## config.mk

```make
export PLATFORM = sky130hd
export DESIGN_NAME = chip_ctrl_top
export DESIGN_NICKNAME = d
export VERILOG_FILES = /design/src/hw/chip_cfg_pkg.sv /design/src/hw/chip_ctrl_top.sv /design/src/hw/mem_steer.sv /design/src/hw/tag_client_bank.sv /design/src/hw/tag_master.sv
export SDC_FILE = /design/constraint.sdc
export NUM_CORES = 1
export LEC_CHECK = 0
export ABC_AREA = 1
export BUFFER_PORTS_ARGS = -buffer_cell sky130_fd_sc_hd__buf_2
export CORE_AREA = 2 2 154 156
export CTS_BUF_LIST = sky130_fd_sc_hd__clkbuf_2 sky130_fd_sc_hd__clkbuf_4 sky130_fd_sc_hd__clkbuf_8
export DETAILED_ROUTE_END_ITERATION = 12
export DIE_AREA = 0 0 156 158
export PLACE_DENSITY = 0.61
export SLEW_MARGIN = 20
export SYNTH_ARGS = -nofsm -noshare
export SYNTH_HDL_FRONTEND = slang
export SYNTH_SLANG_ARGS = --single-unit
```

## constraint.sdc

```tcl
create_clock -name clk_i -period 6.4 [get_ports clk_i]
set_input_delay 1.28 -clock clk_i [delete_from_list [all_inputs] [get_ports clk_i]]
set_output_delay 1.28 -clock clk_i [all_outputs]
set_load 0.05 [all_outputs]
```

## src/hw/chip_cfg_pkg.sv

```systemverilog
package chip_cfg_pkg;

  ////////////////////
  // tag line widths and client ids

  localparam int tag_id_width      = 4;
  localparam int tag_payload_width = 8;
  localparam int dmc_cfg_bytes     = 12;
  localparam int core_ctrl_id      = 0;
  localparam int dmc_cfg_base_id   = 1;
  localparam int core_did_width    = 7;

  localparam int mem_addr_width = 32;
  localparam int mem_data_width = 32;

  typedef enum logic [1:0] {
    tag_idle,
    tag_id,
    tag_payload
  } tag_state_e;

  // one packet off the tag line
  typedef struct packed {
    logic                         valid;
    logic [tag_id_width-1:0]      id;
    logic [tag_payload_width-1:0] payload;
  } tag_msg_s;

  typedef struct packed {
    logic                      reset;
    logic [core_did_width-1:0] did;
  } core_ctrl_s;

  // dram controller timing and mode record
  typedef struct packed {
    logic [15:0] trefi;
    logic [3:0]  tmrd;
    logic [3:0]  trfc;
    logic [3:0]  trc;
    logic [3:0]  trp;
    logic [3:0]  tras;
    logic [3:0]  trrd;
    logic [3:0]  trcd;
    logic [3:0]  twr;
    logic [3:0]  twtr;
    logic [3:0]  trtp;
    logic [3:0]  tcas;
    logic [3:0]  col_width;
    logic [3:0]  row_width;
    logic [1:0]  bank_width;
    logic [5:0]  bank_pos;
    logic [1:0]  dqs_sel_cal;
    logic [3:0]  init_cmd_cnt;
    logic        bypass;
    logic        sys_reset;
  } dmc_cfg_s;

  ////////////////////
  // memory port payloads

  typedef enum logic {
    mem_read,
    mem_write
  } mem_op_e;

  typedef struct packed {
    mem_op_e                   op;
    logic [mem_addr_width-1:0] addr;
    logic [mem_data_width-1:0] data;
  } mem_cmd_s;

  typedef struct packed {
    mem_op_e                   op;
    logic [mem_data_width-1:0] data;
  } mem_resp_s;

endpackage

```

## src/hw/chip_ctrl_top.sv

```systemverilog
`timescale 1ns/10ps

module chip_ctrl_top
#(
  parameter int max_outstanding_p = 4
)
(
  input  logic                     clk_i,
  input  logic                     rst_i,
  input  logic                     tag_data_i,

  input  chip_cfg_pkg::mem_cmd_s   cmd_i,
  input  logic                     cmd_v_i,
  output logic                     cmd_ready_o,
  output chip_cfg_pkg::mem_resp_s  resp_o,
  output logic                     resp_v_o,
  input  logic                     resp_ready_i,

  output chip_cfg_pkg::mem_cmd_s   dmc_cmd_o,
  output logic                     dmc_cmd_v_o,
  input  logic                     dmc_cmd_ready_i,
  input  chip_cfg_pkg::mem_resp_s  dmc_resp_i,
  input  logic                     dmc_resp_v_i,
  output logic                     dmc_resp_ready_o,

  output chip_cfg_pkg::mem_cmd_s   byp_cmd_o,
  output logic                     byp_cmd_v_o,
  input  logic                     byp_cmd_ready_i,
  input  chip_cfg_pkg::mem_resp_s  byp_resp_i,
  input  logic                     byp_resp_v_i,
  output logic                     byp_resp_ready_o,

  output chip_cfg_pkg::core_ctrl_s core_ctrl_o,
  output chip_cfg_pkg::dmc_cfg_s   dmc_cfg_o
);

  chip_cfg_pkg::tag_msg_s tag_msg;

  ////////////////////
  // config path

  tag_master i_tag_master
  (
    .clk_i      (clk_i),
    .rst_i      (rst_i),
    .tag_data_i (tag_data_i),
    .msg_o      (tag_msg)
  );

  tag_client_bank i_tag_client_bank
  (
    .clk_i       (clk_i),
    .rst_i       (rst_i),
    .msg_i       (tag_msg),
    .core_ctrl_o (core_ctrl_o),
    .dmc_cfg_o   (dmc_cfg_o)
  );

  ////////////////////
  // memory steering

  mem_steer #(.max_outstanding_p(max_outstanding_p)) i_mem_steer
  (
    .clk_i            (clk_i),
    .rst_i            (rst_i),
    .bypass_i         (dmc_cfg_o.bypass),
    .cmd_i            (cmd_i),
    .cmd_v_i          (cmd_v_i),
    .cmd_ready_o      (cmd_ready_o),
    .resp_o           (resp_o),
    .resp_v_o         (resp_v_o),
    .resp_ready_i     (resp_ready_i),
    .dmc_cmd_o        (dmc_cmd_o),
    .dmc_cmd_v_o      (dmc_cmd_v_o),
    .dmc_cmd_ready_i  (dmc_cmd_ready_i),
    .dmc_resp_i       (dmc_resp_i),
    .dmc_resp_v_i     (dmc_resp_v_i),
    .dmc_resp_ready_o (dmc_resp_ready_o),
    .byp_cmd_o        (byp_cmd_o),
    .byp_cmd_v_o      (byp_cmd_v_o),
    .byp_cmd_ready_i  (byp_cmd_ready_i),
    .byp_resp_i       (byp_resp_i),
    .byp_resp_v_i     (byp_resp_v_i),
    .byp_resp_ready_o (byp_resp_ready_o)
  );

endmodule

```

## src/hw/mem_steer.sv

```systemverilog
`timescale 1ns/10ps

module mem_steer
#(
  parameter int max_outstanding_p = 4
)
(
  input  logic                    clk_i,
  input  logic                    rst_i,
  input  logic                    bypass_i,

  input  chip_cfg_pkg::mem_cmd_s  cmd_i,
  input  logic                    cmd_v_i,
  output logic                    cmd_ready_o,
  output chip_cfg_pkg::mem_resp_s resp_o,
  output logic                    resp_v_o,
  input  logic                    resp_ready_i,

  output chip_cfg_pkg::mem_cmd_s  dmc_cmd_o,
  output logic                    dmc_cmd_v_o,
  input  logic                    dmc_cmd_ready_i,
  input  chip_cfg_pkg::mem_resp_s dmc_resp_i,
  input  logic                    dmc_resp_v_i,
  output logic                    dmc_resp_ready_o,

  output chip_cfg_pkg::mem_cmd_s  byp_cmd_o,
  output logic                    byp_cmd_v_o,
  input  logic                    byp_cmd_ready_i,
  input  chip_cfg_pkg::mem_resp_s byp_resp_i,
  input  logic                    byp_resp_v_i,
  output logic                    byp_resp_ready_o
);

  localparam int cnt_width = $clog2(max_outstanding_p + 1);

  logic                 sel_r;
  logic                 sel;
  logic [cnt_width-1:0] count_r;
  logic                 idle;
  logic                 full;
  logic                 pending;
  logic                 stall;
  logic                 cmd_xfer;
  logic                 resp_xfer;

  ////////////////////
  // selection and stall

  assign idle    = (count_r == '0);
  assign full    = (count_r == cnt_width'(max_outstanding_p));
  assign pending = (bypass_i != sel_r) && !idle;
  assign stall   = full || pending;

  // with nothing in flight the bypass bit takes effect at once
  assign sel = idle ? bypass_i : sel_r;

  ////////////////////
  // port routing

  always_comb
  begin
    dmc_cmd_o        = '0;
    dmc_cmd_v_o      = 1'b0;
    dmc_resp_ready_o = 1'b1;
    byp_cmd_o        = '0;
    byp_cmd_v_o      = 1'b0;
    byp_resp_ready_o = 1'b1;
    if (sel)
    begin
      byp_cmd_o        = cmd_i;
      byp_cmd_v_o      = cmd_v_i && !stall;
      cmd_ready_o      = byp_cmd_ready_i && !stall;
      resp_o           = byp_resp_i;
      resp_v_o         = byp_resp_v_i;
      byp_resp_ready_o = resp_ready_i;
    end
    else
    begin
      dmc_cmd_o        = cmd_i;
      dmc_cmd_v_o      = cmd_v_i && !stall;
      cmd_ready_o      = dmc_cmd_ready_i && !stall;
      resp_o           = dmc_resp_i;
      resp_v_o         = dmc_resp_v_i;
      dmc_resp_ready_o = resp_ready_i;
    end
  end

  assign cmd_xfer  = cmd_v_i && cmd_ready_o;
  assign resp_xfer = resp_v_o && resp_ready_i;

  ////////////////////
  // outstanding count

  always_ff @(posedge clk_i)
  begin
    if (rst_i)
    begin
      sel_r   <= 1'b0;
      count_r <= '0;
    end
    else
    begin
      sel_r   <= sel;
      count_r <= count_r + cnt_width'(cmd_xfer) - cnt_width'(resp_xfer);
    end
  end

endmodule

```

## src/hw/tag_client_bank.sv

```systemverilog
`timescale 1ns/10ps

module tag_client_bank
(
  input  logic                     clk_i,
  input  logic                     rst_i,
  input  chip_cfg_pkg::tag_msg_s   msg_i,
  output chip_cfg_pkg::core_ctrl_s core_ctrl_o,
  output chip_cfg_pkg::dmc_cfg_s   dmc_cfg_o
);

  localparam int num_clients = chip_cfg_pkg::dmc_cfg_bytes + 1;

  logic [num_clients-1:0][chip_cfg_pkg::tag_payload_width-1:0]                regs_r;
  logic [chip_cfg_pkg::dmc_cfg_bytes-1:0][chip_cfg_pkg::tag_payload_width-1:0] cfg_bytes;

  logic id_in_range;

  // ids past the last config byte have no client
  assign id_in_range = (msg_i.id < num_clients);

  ////////////////////
  // client registers

  always_ff @(posedge clk_i)
  begin
    if (rst_i)
    begin
      regs_r <= '0;
    end
    else if (msg_i.valid && id_in_range)
    begin
      regs_r[msg_i.id] <= msg_i.payload;
    end
  end

  assign core_ctrl_o = chip_cfg_pkg::core_ctrl_s'(regs_r[chip_cfg_pkg::core_ctrl_id]);

  assign cfg_bytes = regs_r[chip_cfg_pkg::dmc_cfg_base_id +: chip_cfg_pkg::dmc_cfg_bytes];

  ////////////////////
  // dram config decode

  assign dmc_cfg_o.trefi        = {cfg_bytes[1], cfg_bytes[0]};
  assign dmc_cfg_o.tmrd         = cfg_bytes[2][3:0];
  assign dmc_cfg_o.trfc         = cfg_bytes[2][7:4];
  assign dmc_cfg_o.trc          = cfg_bytes[3][3:0];
  assign dmc_cfg_o.trp          = cfg_bytes[3][7:4];
  assign dmc_cfg_o.tras         = cfg_bytes[4][3:0];
  assign dmc_cfg_o.trrd         = cfg_bytes[4][7:4];
  assign dmc_cfg_o.trcd         = cfg_bytes[5][3:0];
  assign dmc_cfg_o.twr          = cfg_bytes[5][7:4];
  assign dmc_cfg_o.twtr         = cfg_bytes[6][3:0];
  assign dmc_cfg_o.trtp         = cfg_bytes[6][7:4];
  assign dmc_cfg_o.tcas         = cfg_bytes[7][3:0];
  assign dmc_cfg_o.col_width    = cfg_bytes[8][3:0];
  assign dmc_cfg_o.row_width    = cfg_bytes[8][7:4];
  assign dmc_cfg_o.bank_width   = cfg_bytes[9][1:0];
  assign dmc_cfg_o.bank_pos     = cfg_bytes[9][7:2];
  assign dmc_cfg_o.dqs_sel_cal  = cfg_bytes[10][1:0];
  assign dmc_cfg_o.init_cmd_cnt = cfg_bytes[10][5:2];

  // byte 10 bit 7 and byte 11 bits 7:1 are spare
  assign dmc_cfg_o.bypass       = cfg_bytes[10][6];
  assign dmc_cfg_o.sys_reset    = cfg_bytes[11][0];

endmodule

```

## src/hw/tag_master.sv

```systemverilog
`timescale 1ns/10ps

module tag_master
(
  input  logic                    clk_i,
  input  logic                    rst_i,
  input  logic                    tag_data_i,
  output chip_cfg_pkg::tag_msg_s  msg_o
);

  localparam int cnt_width = $clog2(chip_cfg_pkg::tag_payload_width);
  localparam int pkt_width = chip_cfg_pkg::tag_id_width + chip_cfg_pkg::tag_payload_width;

  chip_cfg_pkg::tag_state_e state_r;
  logic [cnt_width-1:0]     cnt_r;
  logic                     msg_v_r;
  logic [pkt_width-1:0]     shift_r;

  logic id_last;
  logic payload_last;

  assign id_last      = (cnt_r == cnt_width'(chip_cfg_pkg::tag_id_width - 1));
  assign payload_last = (cnt_r == cnt_width'(chip_cfg_pkg::tag_payload_width - 1));

  ////////////////////
  // packet FSM

  always_ff @(posedge clk_i)
  begin
    if (rst_i)
    begin
      state_r <= chip_cfg_pkg::tag_idle;
      cnt_r   <= '0;
      msg_v_r <= 1'b0;
    end
    else
    begin
      msg_v_r <= 1'b0;
      case (state_r)
        chip_cfg_pkg::tag_idle:
        begin
          // a high sample here is the start bit
          if (tag_data_i)
          begin
            state_r <= chip_cfg_pkg::tag_id;
            cnt_r   <= '0;
          end
        end
        chip_cfg_pkg::tag_id:
        begin
          cnt_r <= cnt_r + 1'b1;
          if (id_last)
          begin
            state_r <= chip_cfg_pkg::tag_payload;
            cnt_r   <= '0;
          end
        end
        chip_cfg_pkg::tag_payload:
        begin
          cnt_r <= cnt_r + 1'b1;
          if (payload_last)
          begin
            // back in idle while the strobe is up
            state_r <= chip_cfg_pkg::tag_idle;
            cnt_r   <= '0;
            msg_v_r <= 1'b1;
          end
        end
        default:
        begin
          state_r <= chip_cfg_pkg::tag_idle;
          cnt_r   <= '0;
        end
      endcase
    end
  end

  // id then payload, msb first
  always_ff @(posedge clk_i)
  begin
    if (state_r != chip_cfg_pkg::tag_idle)
    begin
      shift_r <= {shift_r[pkt_width-2:0], tag_data_i};
    end
  end

  assign msg_o.valid   = msg_v_r;
  assign msg_o.id      = shift_r[pkt_width-1 -: chip_cfg_pkg::tag_id_width];
  assign msg_o.payload = shift_r[chip_cfg_pkg::tag_payload_width-1:0];

endmodule

```

; ---- Word level (Yosys, flattened, before mapping)
; Index checks and enable logic that the tools add are counted.
[classes]
eq_ne = 9
n_lt_le_gt_ge = 3
n_addsub = 3
reduce_logical = 16
muxes = 22
bitwise = 1
[ops]
columns = operator, n
row1 = 65-bit two-way mux, 2
row2 = 104-bit bitwise mux, 1
row3 = 33-bit two-way mux, 1
row4 = 8-bit demux with 4-bit select, 1
row5 = 3-bit two-way mux, 3
row6 = 3-bit one-hot mux with 3 select lines, 1
row7 = 1-bit logical AND, 8
row8 = 1-bit two-way mux, 8
row9 = 8-bit two-way mux, 1
row10 = 3-bit equality test (second input constant), 2
row11 = 2-bit two-way mux, 3
row12 = 2-bit one-hot mux with 3 select lines, 1
row13 = 4-bit by 5-bit less-than comparator with 1-bit output (second input constant), 1
row14 = 4-bit by 1-bit greater-or-equal comparator with 1-bit output (second input constant), 1
row15 = 4-bit less-than comparator (second input constant), 1
row16 = 2-bit by 1-bit inequality test with 1-bit output (second input constant), 2
row17 = 3-bit by 1-bit adder with 3-bit output, 1
row18 = 3-bit by 1-bit adder with 3-bit output (second input constant), 1
row19 = 3-bit by 2-bit equality test with 1-bit output (second input constant), 1
row20 = 3-bit logical NOT, 1
row21 = 3-bit AND reduction, 1
row22 = 3-bit by 1-bit subtractor with 3-bit output, 1
row23 = 2-bit by 1-bit equality test with 1-bit output (second input constant), 1
row24 = 2-bit equality test (second input constant), 1
row25 = 8 further kinds, 9
[word_totals]
out_inout_bits = 261
input_bits = 140
reg_bits = 126

; ---- Depth between registers and ports, before layout
; Gate-level depths: netlist of the first run.
[logic_depth]
word_depth = 10
depth_mapped = 16
mapped_depth_nobuf = 15

; ---- Cells and area by module
; Synthesis of the first run repeated with hierarchy kept, for this count alone.
[hier_totals]
cells_unflattened = 982
hier_area_um2 = 6025.8
[modules_own_cells]
columns = mod, n_inst, seq_area_each_um2, cells_each, area_per_inst_um2
row1 = tag_client_bank, 1, 1841.8, 540, 3676.0
row2 = mem_steer, 1, 80.1, 376, 1586.5
row3 = tag_master, 1, 480.5, 66, 763.2

; ---- Worst setup path after synthesis of the first run
; Ideal clock, no wire load.
[synth_timing]
kind = input port to output port
start = input port byp_cmd_ready_i
end = output port cmd_ready_o
setup_slack_ps = 3059
arrival_ps = 2061
required_time_ps = 5120
path_stages = 4
cell_sequence = inv_1 nand2_1 nand2_1 nor2_1
[synth_via]
elab_chain_len = 2
[synth_lines]
columns = element, line
row1 = "start, declared", chip_ctrl_top.sv:28  ; input logic byp_cmd_ready_i,
row2 = 1-bit logical AND, mem_steer.sv:72  ; cmd_ready_o = byp_cmd_ready_i && !stall;
row3 = 1-bit two-way mux, mem_steer.sv:68  ; if (sel)
row4 = "end, declared", chip_ctrl_top.sv:14  ; output logic cmd_ready_o,
; Every way passes these cells.

==> impl_results.md, run 1 <==
- Number of violations of the max-capacitance limit: 0
- Compound-cell area share of the yosys netlist: 0.04690
- Synthesized cell area: 0.005922 mm^2
- Average via count per standard cell: 4.459
- Setup slack on the worst flop-to-flop path: about 3200 ps
- Total wire length after detailed routing: 27600 um
- Slowest stage cell, crit path: buf_4
- Area growth, synth to finish: 44.09%
- Number of buffers created by CTS: 17
- Largest buffer count on any clock path: 2
- Initial Utilization: 0.2569
- DRT antenna net count: 0
- Total area of multi-input combinational cells: ~0.0029 mm^2
- Reg-to-reg startpoint: i_mem_steer.count_r[1]$_SDFF_PP0_
- Post-synthesis share of cell area spent on xor and xnor gates: 0.001479
- Number of instances on the worst hold path: 2
- Slew at the pin closest to its max-slew limit: 1072 ps
- Worst Hold Slack: 462.3 ps
- Peak supply drop: 0.2654 mV
- Resize count post-CTS: 0
- CP bufs+invs: 2
- Worst-path cell chain: nor2_1, nand2_1, nand2_1, nand2_4, buf_4, nor2_1, buf_2
- Final Hold Fails: 0
- Horiz. Die Dim: 156 um
- H-tree levels: 4
- Crit Reg-Reg Endpoint: i_mem_steer.count_r[2]$_SDFF_PP0_
- Insertion delay of the later-clocked pin in the worst-skew pair: 430 ps
- Largest family of logic cells by synthesized area: simple AND/OR/NAND/NOR gates
- Max Clock Freq: 0.2523 GHz
- Fillcell total: around 2500
- FF+latch area: ~0.0024 mm^2
- Worst setup timing slack at the placement stage: 2897 ps
- Core box area: 0.02305 mm^2
- Rel. slew slack: 0.2855
- Fin nets: ~1500
- Detailed placement HPWL: 21800 um
- CP Max Fanout: 57
- Number of setup violations in the final report: 0
- Number of pins exceeding their max-slew limit in the final report: 0
- Initial antenna violation count: 2
- Diode count: 0
- Total via count after detailed routing: around 7300
- Mux cell area share after synthesis: 0
- Critical Path AT: 2680 ps
- R2R depth: 14
- Hold Crit Endpoint: i_tag_client_bank.core_ctrl_o[2]$_SDFFE_PP0P_
- Number of top-level design ports: 401
- Final-layout setup total negative slack: 0 ps
- First DRT Iteration DRCs: 519
- Average detailed-routed wire length per instance: between 15 and 20 um
- Post-route fraction of the period consumed by the critical path: 0.6194
- Final Worst Setup Slack: 2436 ps
- Post-synthesis share of cell area spent on and, or, nand and nor gates: 0.4082
- Via count of the first global-routing pass: 6492
- Crit path kind: reg2out
- Leakage dissipation: 4.847 nW
- Startpoint of the tightest hold check path: i_tag_client_bank.core_ctrl_o[2]$_SDFFE_PP0P_
- Setup repair after global routing missed its margin: no
- Number of warnings issued by yosys: 0
- Worst hold path type: reg2reg
- Max incr delay on CP: 420 ps
- Clk root buf: clkbuf_8
- Synthesized netlist cell count: 949
- Synthesized Nets: 1100
- Critical path endpoint category: output port
- Clock tree from TritonCTS: built
- Most common cell after layout, fill and taps aside: buf_2
- Endpoint required time on the critical path: between 5000 and 6000 ps
- Cell area power density: 511.0 mW/mm^2
- Post-Route Utilization: 0.3702
- Average footprint of a synthesized cell: roughly 6.2 um^2
- Worst path top cell family by delay: simple AND/OR/NAND/NOR gates
- Tot GR Track Use: 0.2097
- Maximum number of pins on one net before global-route repair: roughly 100
- Clock transition at the registers of the reported paths: 80 ps
- Global placer's final weighted congestion: between 0.8 and 0.9
- Synth unique cells: 24
- Startpoint kind of the worst setup timing path: register
- Final min period: 3964 ps
- Proportion of layout cells with a drive suffix above 1: 0.3341
- Number of buffers inserted to repair setup after CTS: 0
- Total number of clock tree sinks: 114
- First-pass GRT wire length: 38700 um
- Quantity of I/O buffers inserted on ports: 400
- Residual overflow from global routing: 0
- Post-synthesis sequential area ratio: 0.4057
- DRC violations left: 0
- Synthesized-area fraction occupied by adder cells: 0.02451
- Post-cts hold buffer count: 0
- Die height: roughly 160 um
- Result of the run: completed
- Floorplan die area: ~0.025 mm^2
- TritonRoute pass-1 iters: 5
- Leading cell types in the layout, fill and taps excluded: buf_2 (400), nor2_1 (301), nand2_1 (214)
- Clock tree skew after final layout: 13.06 ps
- Number of rows in the core area: 56
- Count of state elements after synthesis: 114
-- worst max-delay path by stage --
| stage | start | end | slack (ps) | cells after the start |
|---|---|---|---|---|
| floorplan | byp_cmd_ready_i | cmd_ready_o | 3060 | 4 |
| global placement | i_mem_steer.count_r[1]$_SDFF_PP0_ | byp_cmd_o[3] | 2960 | 7 |
| detailed placement | i_mem_steer.count_r[1]$_SDFF_PP0_ | byp_cmd_o[3] | 2900 | 7 |
| CTS | i_mem_steer.count_r[1]$_SDFF_PP0_ | byp_cmd_o[3] | 2410 | 7 |
| global route | i_mem_steer.count_r[1]$_SDFF_PP0_ | resp_o[24] | 2250 | 7 |
| finish | i_mem_steer.count_r[1]$_SDFF_PP0_ | byp_cmd_o[3] | 2440 | 7 |
-- logic make-up (layout without fill, tap and decap cells) --
family                   Yosys count  count (layout)
AO/OA/AOI/OAI                     55              55
buffers and inverters            158             547
adder cells (fa/ha/maj)           11              11
AND/OR/NAND/NOR                  610             610
flip-flops                       114             114
XOR/XNOR                           1               1
-- final cells by class --
class	instances	share of cell area
multi-input combinational	677	0.3362
sequential	114	0.2815
timing repair buffer	404	0.2381
inverter	111	0.04883
tap	290	0.04252
clock buffer	22	0.03475
clock inverter	10	0.01804
-- through the flow --
step	cells	power, mW	area [um^2]
floorplan	949	2.933	5922
global placement	1596	3.598	8083
detailed placement	1596	3.616	8083
CTS	1628	4.381	8533
global route	1628	4.570	8533
finish	1628	4.360	8533
-- layer usage --
layer	GRT usage	share of wire
met1	0.2591	0.43
met2	0.3491	0.46
met3	0.06652	0.086
met4	0.06466	0.021
met5	0	0.0011
-- synth_stat cells, drive strengths merged --
| cell type | count | area [um^2] |
|---|---|---|
| ha | 10 | 125.1 |
| clkbuf | 15 | 56.30 |
| nor2 | 307 | 1167 |
| a21oi | 36 | 180.2 |
| xnor2 | 1 | 8.760 |
| buf | 32 | 197.7 |
| nand3 | 82 | 410.4 |
| edfxtp | 12 | 360.4 |
| nand2 | 217 | 817.0 |
| nor3 | 2 | 10.01 |
| clkinv | 8 | 30.03 |
| o21ai | 18 | 90.09 |
| dfxtp | 102 | 2042 |
| o211ai | 1 | 7.510 |
| inv | 103 | 386.6 |
| nand4 | 2 | 12.51 |
| fa | 1 | 20.02 |
-- power breakdown --
| group | total [mW] | internal (mW) | leakage, nW | switching, mW |
|---|---|---|---|---|
| registers | 0.878 | 0.806 | 0.938 | 0.0717 |
| clock network | 0.759 | 0.468 | 0.232 | 0.291 |
| logic | 2.72 | 0.471 | 3.68 | 2.25 |
| total | 4.36 | 1.74 | 4.85 | 2.62 |
-- sequential cells by signal, summed over array words and instances, names as in the netlist --
signal and cells:
i_mem_steer.sel_r 1, i_tag_client_bank.dmc_cfg_o 84, i_tag_master.cnt_r 3, i_tag_client_bank.core_ctrl_o 8, i_mem_steer.count_r 3, i_tag_master.shift_r 12
i_tag_master.state_r 2, i_tag_master.msg_v_r 1
-- worst reg2reg max path: stages, from the launching register on --
cell and delay, ps:
dfxtp_1 350, nor2_1 200, nand3_1 160, nand2_4 770, nand2_1 150, nand2_1 150
nor2_1 60, ha_1 270, inv_1 60, ha_1 130, inv_1 40, fa_1 370
xnor2_1 200, o21ai_0 100, a21oi_1 110
Note: power is estimated with default switching activity, not from simulation.
==> inputs of run 2 (changes only) <==
--- a/config.mk
+++ b/config.mk
@@ -7,11 +7,11 @@
 export LEC_CHECK = 0
 export ABC_AREA = 1
 export BUFFER_PORTS_ARGS = -buffer_cell sky130_fd_sc_hd__buf_2
-export CORE_AREA = 2 2 154 156
+export CORE_AREA = 2 2 155 157
 export CTS_BUF_LIST = sky130_fd_sc_hd__clkbuf_2 sky130_fd_sc_hd__clkbuf_4 sky130_fd_sc_hd__clkbuf_8
 export DETAILED_ROUTE_END_ITERATION = 12
-export DIE_AREA = 0 0 156 158
-export PLACE_DENSITY = 0.61
+export DIE_AREA = 0 0 157 159
+export PLACE_DENSITY = 0.62
 export SLEW_MARGIN = 20
 export SYNTH_ARGS = -nofsm -noshare
 export SYNTH_HDL_FRONTEND = slang
==> constraint.sdc (replaced) <==
create_clock -name clk_i -period 3.4 [get_ports clk_i]
set_input_delay 0.68 -clock clk_i [delete_from_list [all_inputs] [get_ports clk_i]]
set_output_delay 0.68 -clock clk_i [all_outputs]
set_load 0.05 [all_outputs]
==> run 2 against run 1 <==
- routed wire length is 3.7% higher
- first-iteration DRC count is 3.9% higher
- worst hold slack lost 2.7 ps
- clock-buffer cell count unchanged
- sequential cell count stayed put
- clock power rose by 100%
- sequential share of layout area down 0.38 points
- non-clock buffer count is 2 higher
- sequential power increased by 88%
- critical endpoint is now dmc_cmd_o[17]
- largest power group unchanged
- highest routed layer unchanged
==> impl_results.md, run 2 (same netlist as run 1, synthesis figures left out) <==
- Slew at the pin closest to its max-slew limit: 1002 ps (was 1072 ps)
- Max Clock Freq: 0.3326 GHz
- Post-Route Utilization: 0.3730 (was 0.3702)
- TritonRoute pass-1 iters: 5 (unchanged)
- Startpoint kind of the worst setup timing path: register (unchanged)
- DRC violations left: 0 (unchanged)
- Number of top-level design ports: 401 (unchanged)
- DRT antenna net count: 0 (unchanged)
- Endpoint required time on the critical path: 2720 ps (was 5120 ps)
- Core box area: 0.02319 mm^2 (was 0.02305 mm^2)
- Initial antenna violation count: 7 (was 2)
- Initial Utilization: 0.2553 (was 0.2569)
- Residual overflow from global routing: 0 (unchanged)
- Clock tree from TritonCTS: built (unchanged)
- Total wire length after detailed routing: 28610 um (was 27600 um)
- Setup repair after global routing missed its margin: no (unchanged)
- Final min period: ~3000 ps
- Cell area power density: 971.0 mW/mm^2 (was 511.0 mW/mm^2)
- Largest buffer count on any clock path: 2 (unchanged)
- Fillcell total: 2579 (was 2508)
- Leakage dissipation: 4.883 nW (was 4.847 nW)
- Quantity of I/O buffers inserted on ports: 400 (unchanged)
- Result of the run: completed (unchanged)
- Final Hold Fails: 0 (unchanged)
- Worst hold path type: in2reg (was reg2reg)
- Critical path endpoint category: output port (unchanged)
- First DRT Iteration DRCs: 539 (was 519)
- First-pass GRT wire length: 40570 um (was 38700 um)
- Total via count after detailed routing: 7303 (was 7260)
- Number of pins exceeding their max-slew limit in the final report: 0 (unchanged)
- Number of setup violations in the final report: 0 (unchanged)
- Worst Hold Slack: 459.6 ps (was 462.3 ps)
- Post-cts hold buffer count: 0 (unchanged)
- Number of buffers created by CTS: 17 (unchanged)
- Clock transition at the registers of the reported paths: 70 ps (was 80 ps)
- Post-placement cell area: 0.008164 mm^2 (was 0.008083 mm^2)
- Number of violations of the max-capacitance limit: 0 (unchanged)
- H-tree levels: 4 (unchanged)
- Total number of clock tree sinks: 114 (unchanged)
- Crit path kind: reg2out (unchanged)
- Rel. slew slack: 0.3304 (was 0.2855)
- Number of flip-flops under the largest register name: 84 (unchanged)
- Area growth, synth to finish: 46.06% (was 44.09%)
- Via count of the first global-routing pass: 6674 (was 6492)
- Average via count per standard cell: 4.397 (was 4.459)
- CP Max Fanout: 79 (was 57)
- Final standard cell area without fillers: 0.008650 mm^2 (was 0.008533 mm^2)
- Number of buffers inserted to repair setup after CTS: 0 (unchanged)
- Final-layout setup total negative slack: 0 ps (unchanged)
- Detailed placement HPWL: 22660 um (was 21800 um)
- Clock tree skew after final layout: 9.184 ps (was 13.06 ps)
- Average detailed-routed wire length per instance: 17.23 um (was 16.95 um)
- Leading cell types in the layout, fill and taps excluded: buf_2 (400), nor2_1 (301), nand2_1 (214) (unchanged)
- Fin nets: 1478 (was 1476)
- Tot GR Track Use: 0.2193 (was 0.2097)
- Insertion delay of the later-clocked pin in the worst-skew pair: 420 ps (was 430 ps)
- Post-route fraction of the period consumed by the critical path: 0.8842
- Peak supply drop: 0.4294 mV (was 0.2654 mV)
- Total power after layout: 8.399 mW (was 4.360 mW)
- Global placer's final weighted congestion: 0.9725 (was 0.8932)
- Proportion of layout cells with a drive suffix above 1: 0.3351 (was 0.3341)
- Number of rows in the core area: 56 (unchanged)
- Clk root buf: clkbuf_8 (unchanged)
- Horiz. Die Dim: 157 um (was 156 um)
- Critical Path AT: 2330 ps (was 2680 ps)
- Floorplan die area: 0.02496 mm^2 (was 0.02465 mm^2)
- Maximum number of pins on one net before global-route repair: 87 (was 103)
- Most common cell after layout, fill and taps aside: buf_2 (unchanged)
- Resize count post-CTS: 0 (unchanged)
- Die height: 159 um (was 158 um)
[run 2: cell count changes in the layout (fill, tap and decap cells not counted)]
cell	previous run	this run
bufinv_16	4	6
buf_12	0	2
diode_2	0	2
clkbuf_8	21	18
inv_4	1	2
clkinvlp_4	1	0
nor2_4	1	2
nor2_2	5	4
clkbuf_4	1	4
clkinv_2	4	2
[run 2: per-layer routing]
metal / track usage / wire length (um) / up-vias
li1: - / - / 3633
met1: 0.2654 / 11650 / 3287
met2: 0.3591 / 13220 / 326
met3: 0.07431 / 2796 / 49
met4: 0.07465 / 801 / 8
met5: 0.02976 / 141 / -
[run 2: stage by stage]
step,setup slack [ps],std cells
floorplan,1022,949
finish,393.6,1661
global placement,881.8,1627
detailed placement,806.2,1627
CTS,380.0,1659
global route,181.7,1661
[run 2: critical path, cell delays in order (launching register included)]
cell and delay [ps]:
dfxtp_1 350, nor2_1 210, nand2_1 120, nand2_1 120, nand2_4 180, buf_12 290
nor2_1 280, buf_2 340
[run 2: worst paths after layout]
kind / start / endpoint / slack (ps) / cells after the start
max: i_mem_steer.count_r[1]$_SDFF_PP0_ / dmc_cmd_o[17] / 390 / 7
max reg2reg: i_mem_steer.count_r[1]$_SDFF_PP0_ / i_mem_steer.count_r[2]$_SDFF_PP0_ / 800 / 15
min: tag_data_i / i_tag_master.shift_r[0]$_DFFE_PP_ / 460 / 1
min reg2reg: i_tag_client_bank.core_ctrl_o[0]$_SDFFE_PP0P_ / i_tag_client_bank.core_ctrl_o[0]$_SDFFE_PP0P_ / 460 / 2
[run 2: cell type report]
cell class                 count  area [um^2]  share of cell area
clock inverter                10        202.7             0.02343
timing repair buffer         406         2072              0.2395
clock buffer                  22        277.8             0.03211
inverter                     111        416.7             0.04817
sequential                   114         2402              0.2777
multi-input combinational    677         2874              0.3323
antenna                        2        5.005           0.0005786
tap                          319        399.1             0.04614
[run 2: report_power, final]
group | total, mW | switching (mW) | internal (mW) | leakage, nW
Clock | 1.55 | 0.549 | 0.998 | 0.249
Sequential | 1.65 | 0.134 | 1.52 | 0.938
Combinational | 5.20 | 4.28 | 0.921 | 3.70
==> inputs of run 3 (changes only) <==
--- a/config.mk
+++ b/config.mk
@@ -12,6 +12,7 @@
 export DETAILED_ROUTE_END_ITERATION = 12
 export DIE_AREA = 0 0 157 159
 export PLACE_DENSITY = 0.62
+export REMOVE_ABC_BUFFERS = 1
 export SLEW_MARGIN = 20
 export SYNTH_ARGS = -nofsm -noshare
 export SYNTH_HDL_FRONTEND = slang
==> run 3 against run 2 <==
- register-to-register slack got worse by 60 ps
- sequential power about the same
- largest power group unchanged
- via count increased by 1.4%
- utilization decreased by 0.32 points
- sequential cell count unchanged
- die area unchanged
- routed wire length increased by 6.1%
==> impl_results.md, run 3 (same netlist as run 1, synthesis figures left out) <==
- Leakage dissipation: 4.856 nW (was 4.883 nW)
- Clk root buf: clkbuf_8 (unchanged)
- Core box area: 0.02319 mm^2 (unchanged)
- Number of violations of the max-capacitance limit: 0 (unchanged)
- Final min period: 2911 ps (was 3006 ps)
- Max Clock Freq: 0.3435 GHz (was 0.3326 GHz)
- Average detailed-routed wire length per instance: 18.25 um (was 17.23 um)
- Number of buffers created by CTS: 17 (unchanged)
- Post-Route Utilization: 0.3697 (was 0.3730)
- Final-layout setup total negative slack: 0 ps (unchanged)
- Most common cell after layout, fill and taps aside: buf_2 (unchanged)
- Number of pins exceeding their max-slew limit in the final report: 0 (unchanged)
- Cell area power density: 943.3 mW/mm^2 (was 971.0 mW/mm^2)
- Critical Path AT: 2230 ps (was 2330 ps)
- Total via count after detailed routing: 7404 (was 7303)
- Detailed placement HPWL: 24430 um (was 22660 um)
- Fillcell total: 2627 (was 2579)
- Crit path kind: reg2out (unchanged)
- Result of the run: completed (unchanged)
- Quantity of I/O buffers inserted on ports: 400 (unchanged)
- Average via count per standard cell: 4.452 (was 4.397)
- Maximum number of pins on one net before global-route repair: 91 (was 87)
- Global placer's final weighted congestion: 0.9600 (was 0.9725)
- Fin nets: 1480 (was 1478)
- Number of flip-flops under the largest register name: 84 (unchanged)
- Via count of the first global-routing pass: 6810 (was 6674)
- Peak supply drop: 0.4285 mV (was 0.4294 mV)
- Resize count post-CTS: 0 (unchanged)
- Tot GR Track Use: 0.2322 (was 0.2193)
- Final Non-Filler Cells: 1663 (was 1661)
- FF+latch area: 0.002402 mm^2 (unchanged)
- Total area of multi-input combinational cells: 0.002869 mm^2 (was 0.002874 mm^2)
- Post-route fraction of the period consumed by the critical path: 0.8561 (was 0.8842)
- Leading cell types in the layout, fill and taps excluded: buf_2 (400), nor2_1 (301), nand2_1 (214) (unchanged)
- Clock transition at the registers of the reported paths: 70 ps (about the same)
- Total number of clock tree sinks: 114 (unchanged)
- CP Max Fanout: 32 (was 79)
- Clock tree skew after final layout: 12.33 ps (was 9.184 ps)
- Horiz. Die Dim: 157 um (unchanged)
- Rel. slew slack: 0.4711 (was 0.3304)
- H-tree levels: 4 (unchanged)
- DRT antenna net count: 0 (unchanged)
- Endpoint required time on the critical path: 2720 ps (about the same)
- First-pass GRT wire length: 42570 um (was 40570 um)
- Initial antenna violation count: 6 (was 7)
- Post-cts hold buffer count: 0 (unchanged)
- Insertion delay of the later-clocked pin in the worst-skew pair: 430 ps (was 420 ps)
- Startpoint kind of the worst setup timing path: register (unchanged)
- Initial Utilization: 0.2553 (unchanged)
- Residual overflow from global routing: 0 (unchanged)
- Area growth, synth to finish: 44.79% (was 46.06%)
- TritonRoute pass-1 iters: 5 (unchanged)
- Largest buffer count on any clock path: 2 (unchanged)
- Total wire length after detailed routing: 30340 um (was 28610 um)
- Setup repair after global routing missed its margin: no (unchanged)
- Worst hold path type: in2reg (unchanged)
- Number of setup violations in the final report: 0 (unchanged)
- Number of buffers inserted to repair setup after CTS: 0 (unchanged)
- Proportion of layout cells with a drive suffix above 1: 0.3361 (was 0.3351)
- Slew at the pin closest to its max-slew limit: 792.2 ps (was 1002 ps)
- Number of placed instances, taps included: 1629 (was 1627)
- Final Hold Fails: 0 (unchanged)
- Number of rows in the core area: 56 (unchanged)
- DRC violations left: 0 (unchanged)
- Critical path endpoint category: output port (unchanged)
- Number of top-level design ports: 401 (unchanged)
- First DRT Iteration DRCs: 436 (was 539)
- Clock tree from TritonCTS: built (unchanged)
- Floorplan die area: 0.02496 mm^2 (unchanged)
- Die height: 159 um (unchanged)
-- run 3: final cells by class --
cell class / instances / area share
timing repair buffer: 408 / 0.2449
inverter: 111 / 0.04859
antenna: 2 / 0.0005837
sequential: 114 / 0.2802
tap: 319 / 0.04655
multi-input combinational: 677 / 0.3346
clock buffer: 23 / 0.03546
clock inverter: 9 / 0.009193
-- run 3: routing by layer --
metal	wire length (um)	GRT usage
met3	2772	0.07893
met2	13990	0.3808
met5	52	0
met1	12340	0.2764
met4	1195	0.09591
-- run 3: worst max-delay path, cell delays in order (launching register included) --
cell and delay (ps):
dfxtp_1 340, nor2_1 190, nand2_1 120, nand2_1 120
nand2_4 220, buf_4 290, nand2_1 90, nand2_1 50
nor2_1 100, buf_2 280
-- run 3: metrics by stage --
| step | total power [mW] | hold slack (ps) | setup WS [ps] | cell area, um^2 |
|---|---|---|---|---|
| 2_1_floorplan | 5.444 | 441.2 | -594.4 | 5668 |
| 4_1_cts | 8.132 | 417.5 | 409.1 | 8569 |
| 3_5_place_dp | 6.905 | 457.8 | 704.0 | 8187 |
| 3_3_place_gp | 6.881 | 457.7 | 746.8 | 8187 |
| 6_report | 8.089 | 439.7 | 489.1 | 8574 |
| 5_1_grt | 8.476 | 433.0 | 263.4 | 8572 |
-- run 3: path summary, 6_finish.rpt --
kind	from	end	slack, ps	cells after the start
setup reg to reg	i_mem_steer.count_r[1]$_SDFF_PP0_	i_mem_steer.count_r[2]$_SDFF_PP0_	740	15
setup / recovery	i_mem_steer.count_r[1]$_SDFF_PP0_	cmd_ready_o	490	9
hold reg to reg	i_tag_client_bank.core_ctrl_o[0]$_SDFFE_PP0P_	i_tag_client_bank.core_ctrl_o[0]$_SDFFE_PP0P_	470	2
hold / removal	tag_data_i	i_tag_master.shift_r[0]$_DFFE_PP_	440	1
-- run 3: where the power goes --
part / leakage (nW) / total, mW / switching (mW) / internal (mW)
combinational: 3.71 / 5.21 / 4.29 / 0.929
sequential: 0.938 / 1.65 / 0.137 / 1.52
clock: 0.207 / 1.22 / 0.552 / 0.668
